## config.mk

```make
export PLATFORM = sky130hd
export DESIGN_NAME = mmc_host
export DESIGN_NICKNAME = d
export VERILOG_FILES = /design/src/hw/mmc_pkg.sv /design/src/hw/mmc_bit_adv.sv /design/src/hw/mmc_clk_div.sv /design/src/hw/mmc_host.sv /design/src/hw/mmc_req_decode.sv /design/src/hw/mmc_rx_result.sv
export VERILOG_INCLUDE_DIRS = /design/src /design/src/include
export SDC_FILE = /design/constraint.sdc
export NUM_CORES = 1
export LEC_CHECK = 0
export BUFFER_PORTS_ARGS = -buffer_cell sky130_fd_sc_hd__buf_2
export CAP_MARGIN = 25
export CORE_ASPECT_RATIO = 0.75
export CORE_MARGIN = 2
export CORE_UTILIZATION = 52
export DETAILED_ROUTE_END_ITERATION = 10
export HOLD_SLACK_MARGIN = 0.06
export PLACE_DENSITY = 0.78
export SLEW_MARGIN = 30
export SYNTH_ARGS = -nofsm -noshare
export SYNTH_HDL_FRONTEND = slang
export SYNTH_SLANG_ARGS = --single-unit
```

## constraint.sdc

```tcl
create_clock -name clk -period 6.6 [get_ports clk]
set_input_delay 0.66 -clock clk [delete_from_list [all_inputs] [get_ports clk]]
set_output_delay 0.66 -clock clk [all_outputs]
set_load 0.01 [all_outputs]
```

## src/include/mmc_params.svh

```systemverilog
`ifndef MMC_PARAMS_SVH
`define MMC_PARAMS_SVH

// Card clock half period, counted in clk cycles.
`define MMC_CLK_DIV 2

// Upper bound for any wait on a transfer, in clk cycles.
`define MMC_TIMEOUT 200

`endif

```

## src/hw/mmc_pkg.sv

```systemverilog
package mmc_pkg;

  typedef logic [7:0] mmc_byte_t;
  typedef logic [2:0] bit_idx_t;                 // Slot index within one byte.

  typedef enum logic [1:0] {
    CMD_RD = 2'd0,
    CMD_WR = 2'd1,
    DAT_RD = 2'd2,
    DAT_WR = 2'd3
  } adv_mode_e;

  typedef enum logic [1:0] {
    DW_1 = 2'd0,
    DW_4 = 2'd1,
    DW_8 = 2'd2                                  // 2'd3 is not a legal width.
  } bus_width_e;

  typedef struct packed {
    adv_mode_e  mode;
    bus_width_e width;
    mmc_byte_t  wr_byte;
  } mmc_req_t;

  typedef struct packed {
    logic      card_clk;
    logic      cmd;
    logic      cmd_oe;
    mmc_byte_t dat;
    mmc_byte_t dat_oe;                           // One enable per DAT lane.
  } mmc_pins_out_t;

  typedef struct packed {
    logic      cmd;
    mmc_byte_t dat;
  } mmc_pins_in_t;

  typedef enum logic [1:0] {
    IDLE,
    START,
    RUN
  } dec_state_e;

endpackage

```

## src/hw/mmc_bit_adv.sv

```systemverilog
module mmc_bit_adv import mmc_pkg::*; (
  input  logic         clk,
  input  logic         arst_n_i,
  input  mmc_req_t     req_i,
  input  logic         start_i,
  input  logic         smp_pulse_i,
  input  logic         drv_pulse_i,
  input  mmc_pins_in_t pins_i,
  output logic         cmd_o,
  output logic         cmd_oe_o,
  output mmc_byte_t    dat_o,
  output logic         dat_oe_o,
  output mmc_byte_t    rd_byte_o,
  output logic         done_o
);

  bit_idx_t  wr_idx;
  bit_idx_t  rd_idx;
  bit_idx_t  last_idx;
  mmc_byte_t acc;
  mmc_byte_t acc_nxt;
  logic      active;
  logic      on_cmd;
  logic      wr_bit;
  logic      drive_en;

  assign on_cmd = (req_i.mode == CMD_RD) || (req_i.mode == CMD_WR);

  // Last slot index: CMD and DW_1 take 8 slots, DW_4 two, DW_8 one.
  always_comb begin
    last_idx = 3'd7;
    if (!on_cmd) begin
      case (req_i.width)
        DW_4:    last_idx = 3'd1;
        DW_8:    last_idx = 3'd0;
        default: last_idx = 3'd7;
      endcase
    end
  end

  always_ff @(posedge clk or negedge arst_n_i) begin
    if (!arst_n_i) begin
      wr_idx <= '0;
    end else if (done_o) begin
      wr_idx <= '0;                             // Ready for the next start.
    end else if (active && drv_pulse_i) begin
      wr_idx <= wr_idx + 3'd1;
    end
  end

  assign wr_bit = req_i.wr_byte[3'd7 - wr_idx]; // MSB first.
  assign cmd_o  = wr_bit;

  always_comb begin
    case (req_i.width)
      DW_1:    dat_o = {7'b0, wr_bit};
      DW_4:    dat_o = {4'b0, wr_idx[0] ? req_i.wr_byte[3:0] : req_i.wr_byte[7:4]};
      default: dat_o = req_i.wr_byte;
    endcase
  end

  // Shift in the current slot; the last slot is merged live from the pins.
  always_comb begin
    if (on_cmd) begin
      acc_nxt = {acc[6:0], pins_i.cmd};
    end else begin
      case (req_i.width)
        DW_1:    acc_nxt = {acc[6:0], pins_i.dat[0]};
        DW_4:    acc_nxt = {acc[3:0], pins_i.dat[3:0]};
        default: acc_nxt = pins_i.dat;
      endcase
    end
  end

  always_ff @(posedge clk) begin
    if (active && smp_pulse_i) begin
      acc <= acc_nxt;
    end
  end

  assign rd_byte_o = acc_nxt;

  always_ff @(posedge clk or negedge arst_n_i) begin
    if (!arst_n_i) begin
      active <= 1'b0;
      rd_idx <= '0;
    end else if (start_i) begin
      active <= 1'b1;
      rd_idx <= '0;
    end else if (done_o) begin
      active <= 1'b0;
    end else if (active && smp_pulse_i) begin
      rd_idx <= rd_idx + 3'd1;
    end
  end

  assign done_o = active && smp_pulse_i && (rd_idx == last_idx);

  assign drive_en = start_i || active;
  assign cmd_oe_o = drive_en && (req_i.mode == CMD_WR);
  assign dat_oe_o = drive_en && (req_i.mode == DAT_WR);

  // The divider never gives a rising edge right after the start strobe.
  a_done_on_sample: assert property (
    @(posedge clk) disable iff (!arst_n_i)
    done_o |-> smp_pulse_i && !$past(start_i)
  );

endmodule

```

## src/hw/mmc_clk_div.sv

```systemverilog
`include "mmc_params.svh"

module mmc_clk_div (
  input  logic clk,
  input  logic arst_n_i,
  input  logic run_i,
  output logic card_clk_o,
  output logic smp_pulse_o,
  output logic drv_pulse_o
);

  localparam logic [7:0] div_last = 8'(`MMC_CLK_DIV - 1);

  logic [7:0] cnt;
  logic       toggle;

  assign toggle = run_i && (cnt == div_last);   // End of a half period.

  always_ff @(posedge clk or negedge arst_n_i) begin
    if (!arst_n_i) begin
      cnt <= '0;
    end else if (!run_i || toggle) begin
      cnt <= '0;                                // Idle restarts the half period.
    end else begin
      cnt <= cnt + 8'd1;
    end
  end

  // Pulses are registered with the clock so they line up with its edges.
  always_ff @(posedge clk or negedge arst_n_i) begin
    if (!arst_n_i) begin
      card_clk_o  <= 1'b0;
      smp_pulse_o <= 1'b0;
      drv_pulse_o <= 1'b0;
    end else if (!run_i) begin
      card_clk_o  <= 1'b0;
      smp_pulse_o <= 1'b0;
      drv_pulse_o <= 1'b0;
    end else begin
      smp_pulse_o <= toggle && !card_clk_o;     // Rising card edge.
      drv_pulse_o <= toggle && card_clk_o;      // Falling card edge.
      if (toggle) begin
        card_clk_o <= !card_clk_o;
      end
    end
  end

  a_pulses_exclusive: assert property (
    @(posedge clk) disable iff (!arst_n_i)
    !(smp_pulse_o && drv_pulse_o)
  );

endmodule

```

## src/hw/mmc_host.sv

```systemverilog
module mmc_host import mmc_pkg::*; (
  input  logic          clk,
  input  logic          arst_n_i,
  input  logic          req_valid_i,
  input  mmc_req_t      req_i,
  output logic          busy_o,
  output logic          done_o,
  output logic          rd_valid_o,
  output mmc_byte_t     rd_byte_o,
  output mmc_pins_out_t pins_o,
  input  mmc_pins_in_t  pins_i
);

  mmc_req_t  cur_req;
  logic      adv_start;
  logic      run;
  logic      card_clk;
  logic      smp_pulse;
  logic      drv_pulse;
  logic      adv_done;
  mmc_byte_t adv_rd_byte;
  logic      cmd;
  logic      cmd_oe;
  mmc_byte_t dat;
  logic      dat_oe;
  mmc_byte_t lane_mask;

  mmc_req_decode i_mmc_req_decode (
    .clk         (clk),
    .arst_n_i    (arst_n_i),
    .req_valid_i (req_valid_i),
    .req_i       (req_i),
    .adv_done_i  (adv_done),
    .cur_req_o   (cur_req),
    .adv_start_o (adv_start),
    .run_o       (run),
    .busy_o      (busy_o)
  );

  mmc_clk_div i_mmc_clk_div (
    .clk         (clk),
    .arst_n_i    (arst_n_i),
    .run_i       (run),
    .card_clk_o  (card_clk),
    .smp_pulse_o (smp_pulse),
    .drv_pulse_o (drv_pulse)
  );

  mmc_bit_adv i_mmc_bit_adv (
    .clk         (clk),
    .arst_n_i    (arst_n_i),
    .req_i       (cur_req),
    .start_i     (adv_start),
    .smp_pulse_i (smp_pulse),
    .drv_pulse_i (drv_pulse),
    .pins_i      (pins_i),
    .cmd_o       (cmd),
    .cmd_oe_o    (cmd_oe),
    .dat_o       (dat),
    .dat_oe_o    (dat_oe),
    .rd_byte_o   (adv_rd_byte),
    .done_o      (adv_done)
  );

  mmc_rx_result i_mmc_rx_result (
    .clk        (clk),
    .arst_n_i   (arst_n_i),
    .adv_done_i (adv_done),
    .mode_i     (cur_req.mode),
    .rd_byte_i  (adv_rd_byte),
    .rd_byte_o  (rd_byte_o),
    .rd_valid_o (rd_valid_o),
    .done_o     (done_o)
  );

  // Only the lanes of the selected width are driven.
  always_comb begin
    case (cur_req.width)
      DW_1:    lane_mask = 8'h01;
      DW_4:    lane_mask = 8'h0f;
      default: lane_mask = 8'hff;
    endcase
  end

  assign pins_o = '{
    card_clk: card_clk,
    cmd:      cmd,
    cmd_oe:   cmd_oe,
    dat:      dat,
    dat_oe:   dat_oe ? lane_mask : 8'h00
  };

endmodule

```

## src/hw/mmc_req_decode.sv

```systemverilog
`include "mmc_params.svh"

module mmc_req_decode import mmc_pkg::*; (
  input  logic     clk,
  input  logic     arst_n_i,
  input  logic     req_valid_i,
  input  mmc_req_t req_i,
  input  logic     adv_done_i,
  output mmc_req_t cur_req_o,
  output logic     adv_start_o,
  output logic     run_o,
  output logic     busy_o
);

  dec_state_e state;
  dec_state_e state_nxt;
  logic       accept;

  assign accept = (state == IDLE) && req_valid_i;

  always_comb begin
    state_nxt = state;
    case (state)
      IDLE: begin
        if (req_valid_i) begin
          state_nxt = START;
        end
      end
      START: begin
        state_nxt = RUN;                        // Start strobe lasts one cycle.
      end
      RUN: begin
        if (adv_done_i) begin
          state_nxt = IDLE;
        end
      end
      default: begin
        state_nxt = IDLE;
      end
    endcase
  end

  always_ff @(posedge clk or negedge arst_n_i) begin
    if (!arst_n_i) begin
      state <= IDLE;
    end else begin
      state <= state_nxt;
    end
  end

  // Request stays fixed for the whole transfer.
  always_ff @(posedge clk) begin
    if (accept) begin
      cur_req_o <= req_i;
    end
  end

  assign adv_start_o = (state == START);
  assign run_o       = (state != IDLE);        // Card clock runs from START on.
  assign busy_o      = (state != IDLE);

  a_no_req_while_busy: assert property (
    @(posedge clk) disable iff (!arst_n_i)
    req_valid_i |-> !busy_o
  );

  a_legal_width: assert property (
    @(posedge clk) disable iff (!arst_n_i)
    req_valid_i |-> req_i.width inside {DW_1, DW_4, DW_8}
  );

  // The bit-advance block and the divider must finish every transfer.
  a_transfer_ends: assert property (
    @(posedge clk) disable iff (!arst_n_i)
    adv_start_o |-> ##[1:`MMC_TIMEOUT] adv_done_i
  );

  a_done_only_in_run: assert property (
    @(posedge clk) disable iff (!arst_n_i)
    adv_done_i |-> state == RUN
  );

endmodule

```

## src/hw/mmc_rx_result.sv

```systemverilog
module mmc_rx_result import mmc_pkg::*; (
  input  logic      clk,
  input  logic      arst_n_i,
  input  logic      adv_done_i,
  input  adv_mode_e mode_i,
  input  mmc_byte_t rd_byte_i,
  output mmc_byte_t rd_byte_o,
  output logic      rd_valid_o,
  output logic      done_o
);

  logic is_rd;
  logic rd_take;

  assign is_rd   = (mode_i == CMD_RD) || (mode_i == DAT_RD);
  assign rd_take = adv_done_i && is_rd;

  always_ff @(posedge clk or negedge arst_n_i) begin
    if (!arst_n_i) begin
      done_o     <= 1'b0;
      rd_valid_o <= 1'b0;
    end else begin
      done_o     <= adv_done_i;
      rd_valid_o <= rd_take;                   // Writes complete without valid.
    end
  end

  // Held until the next read completes.
  always_ff @(posedge clk) begin
    if (rd_take) begin
      rd_byte_o <= rd_byte_i;
    end
  end

endmodule

```

## After elaboration in Yosys (flattened, before gate mapping)

Index checks and enable logic that the tools add are counted.

| storage, ports and cells | value |
|---|---|
| flip-flop bits (word level) | 49 |
| input bits | 24 |
| output and inout port bits | 30 |
| logic and storage cells | 83 |

| cells by class | value |
|---|---|
| add/sub/neg operators | 4 |
| order comparisons | 1 |
| eq/ne operators | 13 |
| mux-type cells | 25 |
| reductions and logical operators | 25 |

Operator list:

| kind | number |
|---|---|
| $pmux 8 s2 | 3 |
| $mux 8 | 3 |
| $mux 3 | 6 |
| $logic_and 1x1->1 | 10 |
| $add 8x1->8 const B | 1 |
| $eq 2x2->1 const B | 4 |
| $eq 8x1->1 const B | 1 |
| $reduce_bool 2->1 | 4 |
| $mux 1 | 7 |
| $add 3x1->3 const B | 2 |
| $eq 2x1->1 const B | 3 |
| $logic_not 2->1 | 3 |
| $ne 2x2->1 const B | 3 |
| $pmux 2 s3 | 1 |
| $pmux 3 s2 | 1 |
| $logic_or 1x1->1 | 4 |
| $lt 3x4->1 const B | 1 |
| $mux 2 | 2 |
| $mux 4 | 1 |
| $reduce_and 2->1 | 2 |
| $bmux 1 s3 | 1 |
| $eq 3x3->1 | 1 |
| $sub 3x3->3 const A | 1 |
| $logic_not 1->1 | 2 |
| $ne 2x1->1 const B | 1 |

## Longest topological paths before layout

Gate-level depths: netlist (run 1).

| depth | value |
|---|---|
| word-level depth | 7 |
| mapped depth | 7 |
| gate-level depth less buffers | 6 |

## Hierarchy

From an unflattened synthesis (run 1), not the netlist that was laid out.

| unflattened totals | value |
|---|---|
| cell total of the unflattened synthesis | 199 |
| area total of the unflattened synthesis | 2,366.0 um^2 |

By module, submodules not included:

| module | times used | cells an instance | area an instance (um^2) | seq. area each (um^2) |
|---|---|---|---|---|
| mmc_bit_adv | 1 | 107 | 1,033.5 | 385.4 |
| mmc_clk_div | 1 | 48 | 493.0 | 275.3 |
| mmc_req_decode | 1 | 22 | 452.9 | 410.4 |
| mmc_rx_result | 1 | 11 | 304.0 | 290.3 |
| mmc_host | 1 | 11 | 82.6 | 0.0 |

## Worst setup path before layout (run 1)

No wires, ideal clock.

| path | value |
|---|---|
| path type | flip-flop to flip-flop |
| start point | register i_mmc_req_decode.cur_req_o[8] (netlist bit) |
| end point | register i_mmc_rx_result.rd_byte_o[0], enable pin |
| arrival time | 1,931 ps |
| setup slack | 4,295 ps |
| cell stages (with the launch flop) | 7 |
| buffers on the path | 0 |
| clock period less this slack | 2,305 ps |
| cells stage by stage | edfxtp_1 > inv_1 > ha_1 > or3b_1 > o22a_1 > a21oi_2 > nor2b_1 |

| between the ends | value |
|---|---|
| word-level cells in the longest chain between the ends | 6 |
| elaborated cells between the ends (all ways) | 7 |
| those cells by class | eq/ne (3); mux (2); reduce/logical (2) |

Ends and longest elaborated chain:

| what | RTL line | RTL |
|---|---|---|
| from (decl) | mmc_req_decode.sv:9 | `output mmc_req_t cur_req_o,` |
| from (signal assigned) | mmc_req_decode.sv:54 | `cur_req_o <= req_i;` |
| $eq 2x2->1 or $eq 2x1->1 (tied branches) | mmc_bit_adv.sv:33 | `case (req_i.width)` |
| $pmux 3 s2 (*) | mmc_bit_adv.sv:33 |  |
| $mux 3 (*) | mmc_bit_adv.sv:32 | `if (!on_cmd) begin` |
| $eq 3x3->1 (*) | mmc_bit_adv.sv:97 | `assign done_o = active && smp_pulse_i && (rd_idx == last_idx);` |
| $logic_and 1x1->1 (*) | mmc_bit_adv.sv:97 |  |
| net adv_done | mmc_host.sv:20 | `logic adv_done;` |
| $logic_and 1x1->1 (*) | mmc_rx_result.sv:16 | `assign rd_take = adv_done_i && is_rd;` |
| net i_mmc_rx_result.rd_take | mmc_rx_result.sv:13 | `logic rd_take;` |
| to (signal assigned) | mmc_rx_result.sv:31 | `rd_byte_o <= rd_byte_i;` |
| to (decl) | mmc_rx_result.sv:7 | `output mmc_byte_t rd_byte_o,` |

Mark *: on every way through the listed nets, which the timed path passes. The rest lies on a longest branch.
A chain may end at the register's enable or synchronous reset.

==> results of run 1 <==
==> logic make-up (layout without fill, tap and decap cells) <==
group	count (synthesis)	after routing	share of synthesized area (%)
buf+inv	20	70	5.07
compound gates	33	33	11.3
fa+ha+maj	8	8	4.36
xor+xnor	9	9	3.44
mux	5	5	3.55
flops	49	49	59.4
simple gates	55	55	12.9
==> report_power, final <==
group / switching (W) / internal (W)
logic: 0.000153 / 0.000118
registers: 0.0000543 / 0.000393
clock network: 0.0000902 / 0.0000739
==> final timing paths <==
check / cells after the start / end / startpoint / slack [ns]
max: 5 / pins_o[8] / i_mmc_bit_adv.wr_idx[0] / 3.87
min: 1 / i_mmc_clk_div.cnt[2] / arst_n_i / 0.31
max reg2reg: 6 / i_mmc_rx_result.rd_byte_o[0] / i_mmc_req_decode.cur_req_o[9] / 3.91
min reg2reg: 1 / i_mmc_clk_div.cnt[0] / i_mmc_clk_div.cnt[0] / 0.50
max in group asynchronous: 1 / i_mmc_bit_adv.wr_idx[0] / arst_n_i / 5.96
min in group clk: 1 / i_mmc_clk_div.cnt[0] / i_mmc_clk_div.cnt[0] / 0.50
==> cells in the mapped netlist, types with 2 or more instances <==
library cell / number / area share [%]
a21oi_1: 3 / 0.65
a22o_1: 14 / 5.3
and2_1: 6 / 1.6
and3_1: 2 / 0.55
buf_4: 9 / 2.9
dfrtp_1: 22 / 24
edfxtp_1: 27 / 35
ha_1: 8 / 4.4
inv_1: 9 / 1.5
mux4_2: 2 / 2.0
nand2_1: 5 / 0.82
nand2b_1: 4 / 1.1
nand3_1: 8 / 1.7
nand4_1: 2 / 0.55
nor2_1: 16 / 2.6
nor2b_1: 2 / 0.55
nor3_1: 2 / 0.44
nor3b_1: 2 / 0.65
o21ai_0: 2 / 0.44
o31ai_1: 2 / 0.65
xnor2_1: 2 / 0.76
xor2_1: 7 / 2.7
==> per-stage QoR <==
step	hold WS [ns]	utilization, %	area, sq um	power [W]
global route	0.357	63.2	2630	0.000938
detailed placement	0.488	61.3	2540	0.000725
floorplan	0.364	-	2290	0.000651
CTS	0.332	63.2	2630	0.000889
finish	0.307	63.2	2630	0.000883
global placement	0.482	61.3	2540	0.000718
==> layer usage <==
metal | GRT usage, % | up-vias | routed length, um | share of wire (%)
met3 | 4.84 | 5 | 263 | 6.3
met4 | 5.08 | 0 | 33 | 0.79
met1 | 26.2 | 715 | 1950 | 47
li1 | - | 745 | - | -
met2 | 28.3 | 52 | 1940 | 46
met5 | 0 | - | 0 | 0
==> critical path: cells and delay by family (launching register included) <==
kind | cells | cell delay, ns
compound gates | 1 | 0.28
buf+inv | 2 | 0.22
flops | 1 | 0.49
mux | 2 | 0.80
==> final cells by class <==
type / instances / area (sq um) / share of cell area (%)
clock buffer: 7 / 76.3 / 2.91
clock inverter: 1 / 3.75 / 0.143
inverter: 9 / 33.8 / 1.29
multi-input combinational: 110 / 816 / 31.1
sequential: 49 / 1360 / 51.9
tap: 55 / 68.8 / 2.62
timing repair buffer: 53 / 265 / 10.1
==> sequential cells by signal, summed over array words and instances, names as in the netlist <==
signal and cells:
i_mmc_rx_result.rd_byte_o 8, i_mmc_req_decode.state 2, i_mmc_rx_result.done_o 1, i_mmc_bit_adv.acc 7
i_mmc_clk_div.cnt 8, i_mmc_clk_div.smp_pulse_o 1, i_mmc_bit_adv.wr_idx 3, i_mmc_req_decode.cur_req_o 12
i_mmc_clk_div.card_clk_o 1, i_mmc_rx_result.rd_valid_o 1, i_mmc_bit_adv.active 1, i_mmc_clk_div.drv_pulse_o 1
i_mmc_bit_adv.rd_idx 3
==> results_dict.tcl, run 1 <==
set metrics [dict create \
    status "completed" \
    cap_viol_max_count 0 \
    die_area_sq_um 4960 \
    synth_cells 179 \
    gp_congestion 0.887 \
    clkSinkCount 49 \
    fmax_mhz 366 \
    worst_pin_slew_ns 0.798 \
    dp.cells 276 \
    cp-start-kind "register" \
    slowest_delay_ns 0.53 \
    place_ws_ns 3.93 \
    postCtsSetupBuffers 0 \
    drive_gt1_share_pct 28.4 \
    crit_path_max_fanout 6 \
    clk_pin_slew_worst_paths_ns 0.09 \
    yosysWarnings 0 \
    cts_buffers 5 \
    synth_seq_cells 49 \
    most-common-layout-cells "buf_2, edfxtp_1, dfrtp_1, nor2_1, a22o_1" \
    port_buffers 53 \
    layout_commonest_cell "buf_2" \
    synth_top_flop_cell "edfxtp_1" \
    tns_ns 0 \
    n_antenna_cell 0 \
    synth_area_sq_um 2290 \
    insertion_delay_ns 0.29 \
    cts_tree "done" \
    drtPass1Iterations 4 \
    place_hpwl_mm 3.18 \
    grt_max_degree 23 \
    min_path_type "in2async" \
    ant_nets 0 \
    fin_crit_ns 2.73 \
    via_count 1517 \
    cpMaxStageDelayCell "mux4_2" \
    drc 0 \
    clk_path_buf_depth 2 \
    vdd_drop_max_v 0.000185 \
    slew_viol_final 0 \
    drtIter0Drc 116 \
    h-tree-depth 2 \
    synthDistinctLibCells 45 \
    final_hold_viol_count 0 \
    fp-row-count 20 \
    period_share_pct 41.4 \
    die_h_um 61.5 \
    start_util_pct 55.2 \
    syn2layout_area_growth_pct 14.5 \
    holdBufCountCts 0 \
    coreArea_sq_um 4150 \
    grt_overflow_total 0 \
    finalSetupViolCount 0 \
    viasPerCell 5.34 \
    wl_mm 4.19 \
    path_cells "mux4_2 -> mux2_4 -> a222oi_1 -> inv_1 -> buf_2" \
    p_leak_nw 1.19 \
    post_cts_resized 0 \
    nFillCells 350 \
    setup.worst_path.class "reg2out" \
    grt_pass1_wl_mm 6.67 \
    grtUsageTotal_pct 18.3 \
    worstPathRequired_ns 5.94 \
    cp.arrival_ns 2.07 \
    end_kind "primary output" \
    synth_edf_count 27 \
    root_buffer "clkbuf_8" \
    worst_slack_ns 3.87 \
    io_pins 54 \
    avgRoutedWirePerCell_um 14.7 \
    rsz0062_at_grt "false" \
    ys_seq_area_share_pct 59.4 \
    die_w_um 80.7 \
    nets 260 \
    synthArstFlopShare_pct 44.9 \
    power_density_nw_per_um2 336 \
    fin_cells 284 \
    slew-limit-headroom_pct 46.7 \
    grt_pass1_vias 1429 \
    fin_skew_ns 0.0108 \
    antenna_found_initial 0 \
    synth_nets 211 \
    syn_area_per_cell_sq_um 12.8 \
]
No activity file was read; power rests on OpenSTA's default activity.
==> run 2, diff against run 1 <==
==> constraint.sdc (replaced) <==
create_clock -name clk -period 2.6 [get_ports clk]
set_input_delay 0.26 -clock clk [delete_from_list [all_inputs] [get_ports clk]]
set_output_delay 0.26 -clock clk [all_outputs]
set_load 0.01 [all_outputs]
==> results_dict.tcl, run 2 (same netlist as run 1, synthesis figures left out) <==
set metrics [dict create \
    avgRoutedWirePerCell_um 14.9 \
    gp_congestion 0.895 \
    grt_pass1_vias 1387 \
    insertion_delay_ns 0.30 \
    antenna_found_initial 0 \
    die_h_um 61.5 \
    drive_gt1_share_pct 29.0 \
    syn2layout_area_growth_pct 15.4 \
    p_int_w 0.00149 \
    place_ws_ns 0.367 \
    status "completed" \
    via_count 1560 \
    fin_skew_ns 0.00801 \
    n_antenna_cell 0 \
    cap_viol_max_count 0 \
    grtUsageTotal_pct 18.3 \
    rsz0062_at_grt "false" \
    min_path_type "in2reg" \
    vdd_drop_max_v 0.000498 \
    worst_pin_slew_ns 0.543 \
    die_w_um 80.7 \
    port_buffers 53 \
    viasPerCell 5.45 \
    h-tree-depth 2 \
    most-common-layout-cells "buf_2, edfxtp_1, dfrtp_1, nor2_1, a22o_1" \
    grt_max_degree 23 \
    root_buffer "clkbuf_8" \
    postCtsSetupBuffers 0 \
    worst_slack_ns 0.294 \
    grtUsageMet1_pct 25.7 \
    grt_overflow_total 0 \
    met2_usage_pct 26.9 \
    largest_reg_flops 12 \
    grt_pass1_wl_mm 6.60 \
    drc 0 \
    layout_commonest_cell "buf_2" \
    reg_top3 "i_mmc_req_decode.cur_req_o x12, i_mmc_clk_div.cnt x8, i_mmc_rx_result.rd_byte_o x8" \
    fin_crit_ns 2.31 \
    clk_pin_slew_worst_paths_ns 0.09 \
    cts_buffers 5 \
    p_seq_share_pct 50.3 \
    place_hpwl_mm 3.15 \
    finalSetupViolCount 0 \
    cp.arrival_ns 2.05 \
    end_kind "primary output" \
    p_total_w 0.00226 \
    io_pins 54 \
    clkSinkCount 49 \
    period_share_pct 88.7 \
    tns_ns 0 \
    nets 262 \
    crit_path_max_fanout 9 \
    start_util_pct 55.2 \
    power.share.clock_pct 18.8 \
    holdBufCountCts 1 \
    drtPass1Iterations 4 \
    cp-start-kind "register" \
    post_cts_resized 0 \
    slew_viol_final 0 \
    final_hold_viol_count 0 \
    p_sw_w 0.000766 \
    ant_nets 0 \
    slew-limit-headroom_pct 63.8 \
    clk_path_buf_depth 2 \
    fp-row-count 20 \
    drtIter0Drc 120 \
    wl_mm 4.25 \
    comb_power_share_pct 30.9 \
    p_leak_nw 1.19 \
    worstPathRequired_ns 2.34 \
    largest-register "i_mmc_req_decode.cur_req_o" \
    top_usage_layer "met2" \
    switching_share_pct 34.0 \
    die_area_sq_um 4960 \
    setup.worst_path.class "reg2out" \
    cts_tree "done" \
    use_met3_pct 6.01 \
    power_density_nw_per_um2 853 \
    fmax_mhz 434 \
    coreArea_sq_um 4150 \
]
run 2: cell type report:
| type | count | area [sq um] |
|---|---|---|
| clock buffers | 7 | 76.3 |
| clock inverters | 1 | 7.51 |
| fillers | 344 | 1510 |
| inverters | 9 | 33.8 |
| multi-input cells | 110 | 816 |
| flip-flops and latches | 49 | 1360 |
| well taps | 55 | 68.8 |
| repair buffers | 55 | 283 |
run 2: worst paths after layout:
kind	startpoint	end	slack [ns]	depth (start not counted)
setup / recovery	i_mmc_req_decode.cur_req_o[9]	pins_o[8]	0.29	7
hold / removal	req_i[10]	i_mmc_req_decode.cur_req_o[10]	0.13	1
setup reg to reg	i_mmc_req_decode.cur_req_o[8]	i_mmc_rx_result.rd_byte_o[1]	0.36	7
hold reg to reg	i_mmc_clk_div.cnt[0]	i_mmc_clk_div.cnt[0]	0.51	1
max in group asynchronous	arst_n_i	i_mmc_rx_result.done_o	1.81	2
min in group asynchronous	arst_n_i	i_mmc_clk_div.cnt[2]	0.46	2
run 2: power by group through the flow:
stage                     logic [W]  clock network (W)  registers (W)
after CTS                  0.000702           0.000437        0.00113
after detailed placement   0.000697                  0        0.00115
final                      0.000698           0.000424        0.00114
after global placement     0.000681                  0        0.00114
after global routing       0.000779           0.000468        0.00115
after floorplan            0.000549                  0        0.00110
run 2: per-layer routing:
layer	wire (um)	vias to the layer above	part of all wire, %
li1	-	752	-
met4	36	0	0.85
met5	0	-	0
met3	286	4	6.7
met2	1960	58	46
met1	1970	746	46
run 2: critical path: stages, from the launching register on:
cell      delay, ns
edfxtp_1       0.40
inv_1          0.12
ha_1           0.39
nor2_4         0.11
a21o_2         0.24
a222oi_1       0.29
inv_1          0.07
buf_2          0.14
run 2: metrics by stage:
stage	instances	area, sq um	utilization [%]	hold slack, ns
2_1_floorplan	179	2290	-	-0.0356
3_3_place_gp	277	2550	61.4	0.252
3_5_place_dp	277	2550	61.4	0.251
4_1_cts	286	2650	63.7	0.123
5_1_grt	286	2650	63.7	0.112
6_report	286	2650	63.7	0.134
==> run 3, diff against run 2 <==
--- a/config.mk
+++ b/config.mk
@@ -10,10 +10,9 @@
 export CAP_MARGIN = 25
 export CORE_ASPECT_RATIO = 0.75
 export CORE_MARGIN = 2
-export CORE_UTILIZATION = 52
+export CORE_UTILIZATION = 32
 export DETAILED_ROUTE_END_ITERATION = 10
 export HOLD_SLACK_MARGIN = 0.06
-export PLACE_DENSITY = 0.78
 export SLEW_MARGIN = 30
 export SYNTH_ARGS = -nofsm -noshare
 export SYNTH_HDL_FRONTEND = slang
==> results_dict.tcl, run 3 (same netlist as run 1, synthesis figures left out) <==
set metrics [dict create \
    status "completed" \
    gp_congestion 0.754 \
    p_leak_nw 1.20 \
    cap_viol_max_count 0 \
    start_util_pct 33.4 \
    finalSetupViolCount 0 \
    die_w_um 102 \
    cts_tree "done" \
    fin_crit_ns 2.30 \
    clk_pin_slew_worst_paths_ns 0.08 \
    grt_pass1_wl_mm 7.33 \
    p_sw_w 0.000759 \
    fmax_mhz 435 \
    cpMaxStageDelayCell "mux4_2" \
    hp-start "req_i[2]" \
    worstPathRequired_ns 2.34 \
    vdd_drop_max_v 0.000324 \
    n_antenna_cell 0 \
    insertion_delay_ns 0.29 \
    grt_pass1_vias 1442 \
    fin_skew_ns 0.00855 \
    h-tree-depth 2 \
    p_seq_share_pct 49.7 \
    rrSetupSlack_ns 0.31 \
    fp-row-count 26 \
    path_buf_inv 2 \
    power_density_nw_per_um2 841 \
    cp.arrival_ns 2.04 \
    clk_path_buf_depth 2 \
    antenna_found_initial 0 \
    worst_r2r_path_depth 7 \
    grt_overflow_total 0 \
    coreArea_sq_um 6860 \
    syn2layout_area_growth_pct 18.0 \
    grtUsageTotal_pct 11.9 \
    die_h_um 77.3 \
    end_kind "primary output" \
    most-common-layout-cells "buf_2, edfxtp_1, dfrtp_1, nor2_1, a22o_1" \
    drtIter0Drc 74 \
    post_cts_resized 0 \
    power.share.clock_pct 19.7 \
    cts_buffers 5 \
    min_path_type "in2reg" \
    drive_gt1_share_pct 29.0 \
    rsz0062_at_grt "false" \
    port_buffers 53 \
    clkSinkCount 49 \
    cp-start-kind "register" \
    setup.worst_path.class "reg2out" \
    drc 0 \
    io_pins 54 \
    post-route-util_pct 39.4 \
    largest-register "i_mmc_req_decode.cur_req_o" \
    via_count 1521 \
    viasPerCell 4.62 \
    whs_path_depth 1 \
    slowest_delay_ns 0.53 \
    hold_ws_ns 0.142 \
    reg_top3 "i_mmc_req_decode.cur_req_o x12, i_mmc_clk_div.cnt x8, i_mmc_rx_result.rd_byte_o x8" \
    layout_commonest_cell "buf_2" \
    slew_viol_final 0 \
    switching_share_pct 33.3 \
    place_hpwl_mm 3.35 \
    nFillCells 665 \
    nets 262 \
    grt_max_degree 23 \
    rr_startpoint "i_mmc_req_decode.cur_req_o[8]" \
    p_int_w 0.00152 \
    largest_reg_flops 12 \
    path_cells "mux4_2 -> mux2_4 -> a222oi_1 -> inv_1 -> buf_2" \
    final_hold_viol_count 0 \
    path_delay_family "multiplexers" \
    reg2reg_to "i_mmc_rx_result.rd_byte_o[7]" \
    root_buffer "clkbuf_8" \
    wl_mm 4.44 \
    drtPass1Iterations 4 \
    place_ws_ns 0.312 \
    tns_ns 0 \
    worst_slack_ns 0.302 \
    die_area_sq_um 7870 \
    avgRoutedWirePerCell_um 13.5 \
    crit_path_max_fanout 6 \
    worst_pin_slew_ns 0.573 \
    slew-limit-headroom_pct 61.8 \
    ant_nets 0 \
    period_share_pct 88.4 \
    min_to "i_mmc_req_decode.cur_req_o[2]" \
    comb_power_share_pct 30.6 \
]
run 3: cell types whose count changed in the layout (fill, tap and decap cells not counted), sizes merged:
cell	before	now
clkinvlp	1	0
clkbuf	7	8
run 3: timing repair:
action                     4_1_cts  5_1_grt
hold buffers                     1        0
buffers inserted                 0        0
setup endpoints to repair        0        0
hold endpoints to repair        22        0
run 3: worst max path at each step:
stage / slack (ns) / to / start / cells past startpoint
after floorplan: 0.29 / i_mmc_rx_result.rd_byte_o[0] / i_mmc_req_decode.cur_req_o[8] / 6
after global placement: 0.42 / i_mmc_rx_result.rd_byte_o[3] / i_mmc_req_decode.cur_req_o[8] / 7
after detailed placement: 0.31 / i_mmc_rx_result.rd_byte_o[3] / i_mmc_req_decode.cur_req_o[8] / 7
after CTS: 0.27 / pins_o[8] / i_mmc_bit_adv.wr_idx[0] / 5
after global routing: 0.006 / i_mmc_rx_result.rd_byte_o[6] / i_mmc_req_decode.cur_req_o[8] / 7
final: 0.30 / pins_o[8] / i_mmc_bit_adv.wr_idx[0] / 5
run 3: layer usage:
layer  global-route usage (%)  up-vias  wire length, um
met2                     17.1       42             2070
met1                     17.8      722             2140
li1                         -      755                -
met3                     3.10        2              214
met4                     2.43        0               18
met5                        0        -                0
run 3: area by class of cell:
class	count	area, sq um	share of cell area [%]
Clock buffer	8	90.1	3.33
Inverter	9	33.8	1.25
Multi-Input combinational cell	110	816	30.1
Sequential cell	49	1360	50.3
Tap cell	98	123	4.53
Timing Repair Buffer	55	283	10.4
run 3: worst reg2reg max path, stage by stage, from the launching register on:
cell	delay, ns
edfxtp_1	0.36
inv_1	0.08
ha_1	0.33
nor3b_1	0.27
o2111ai_1	0.27
a21oi_2	0.35
nor2b_1	0.17
buf_4	0.18
run 3: power by group through the flow:
stage | Clock [W] | Combinational, W | Sequential (W)
6_report | 0.000449 | 0.000696 | 0.00113
5_1_grt | 0.000499 | 0.000780 | 0.00116
4_1_cts | 0.000469 | 0.000707 | 0.00113
3_5_place_dp | 0 | 0.000705 | 0.00115
3_3_place_gp | 0 | 0.000698 | 0.00114
2_1_floorplan | 0 | 0.000549 | 0.00110
run 3: per-stage QoR:
step / total power [W] / cells / area (sq um)
2_1_floorplan: 0.00165 / 179 / 2290
5_1_grt: 0.00244 / 329 / 2710
3_3_place_gp: 0.00184 / 320 / 2610
4_1_cts: 0.00231 / 329 / 2710
6_report: 0.00228 / 329 / 2710
3_5_place_dp: 0.00185 / 320 / 2610
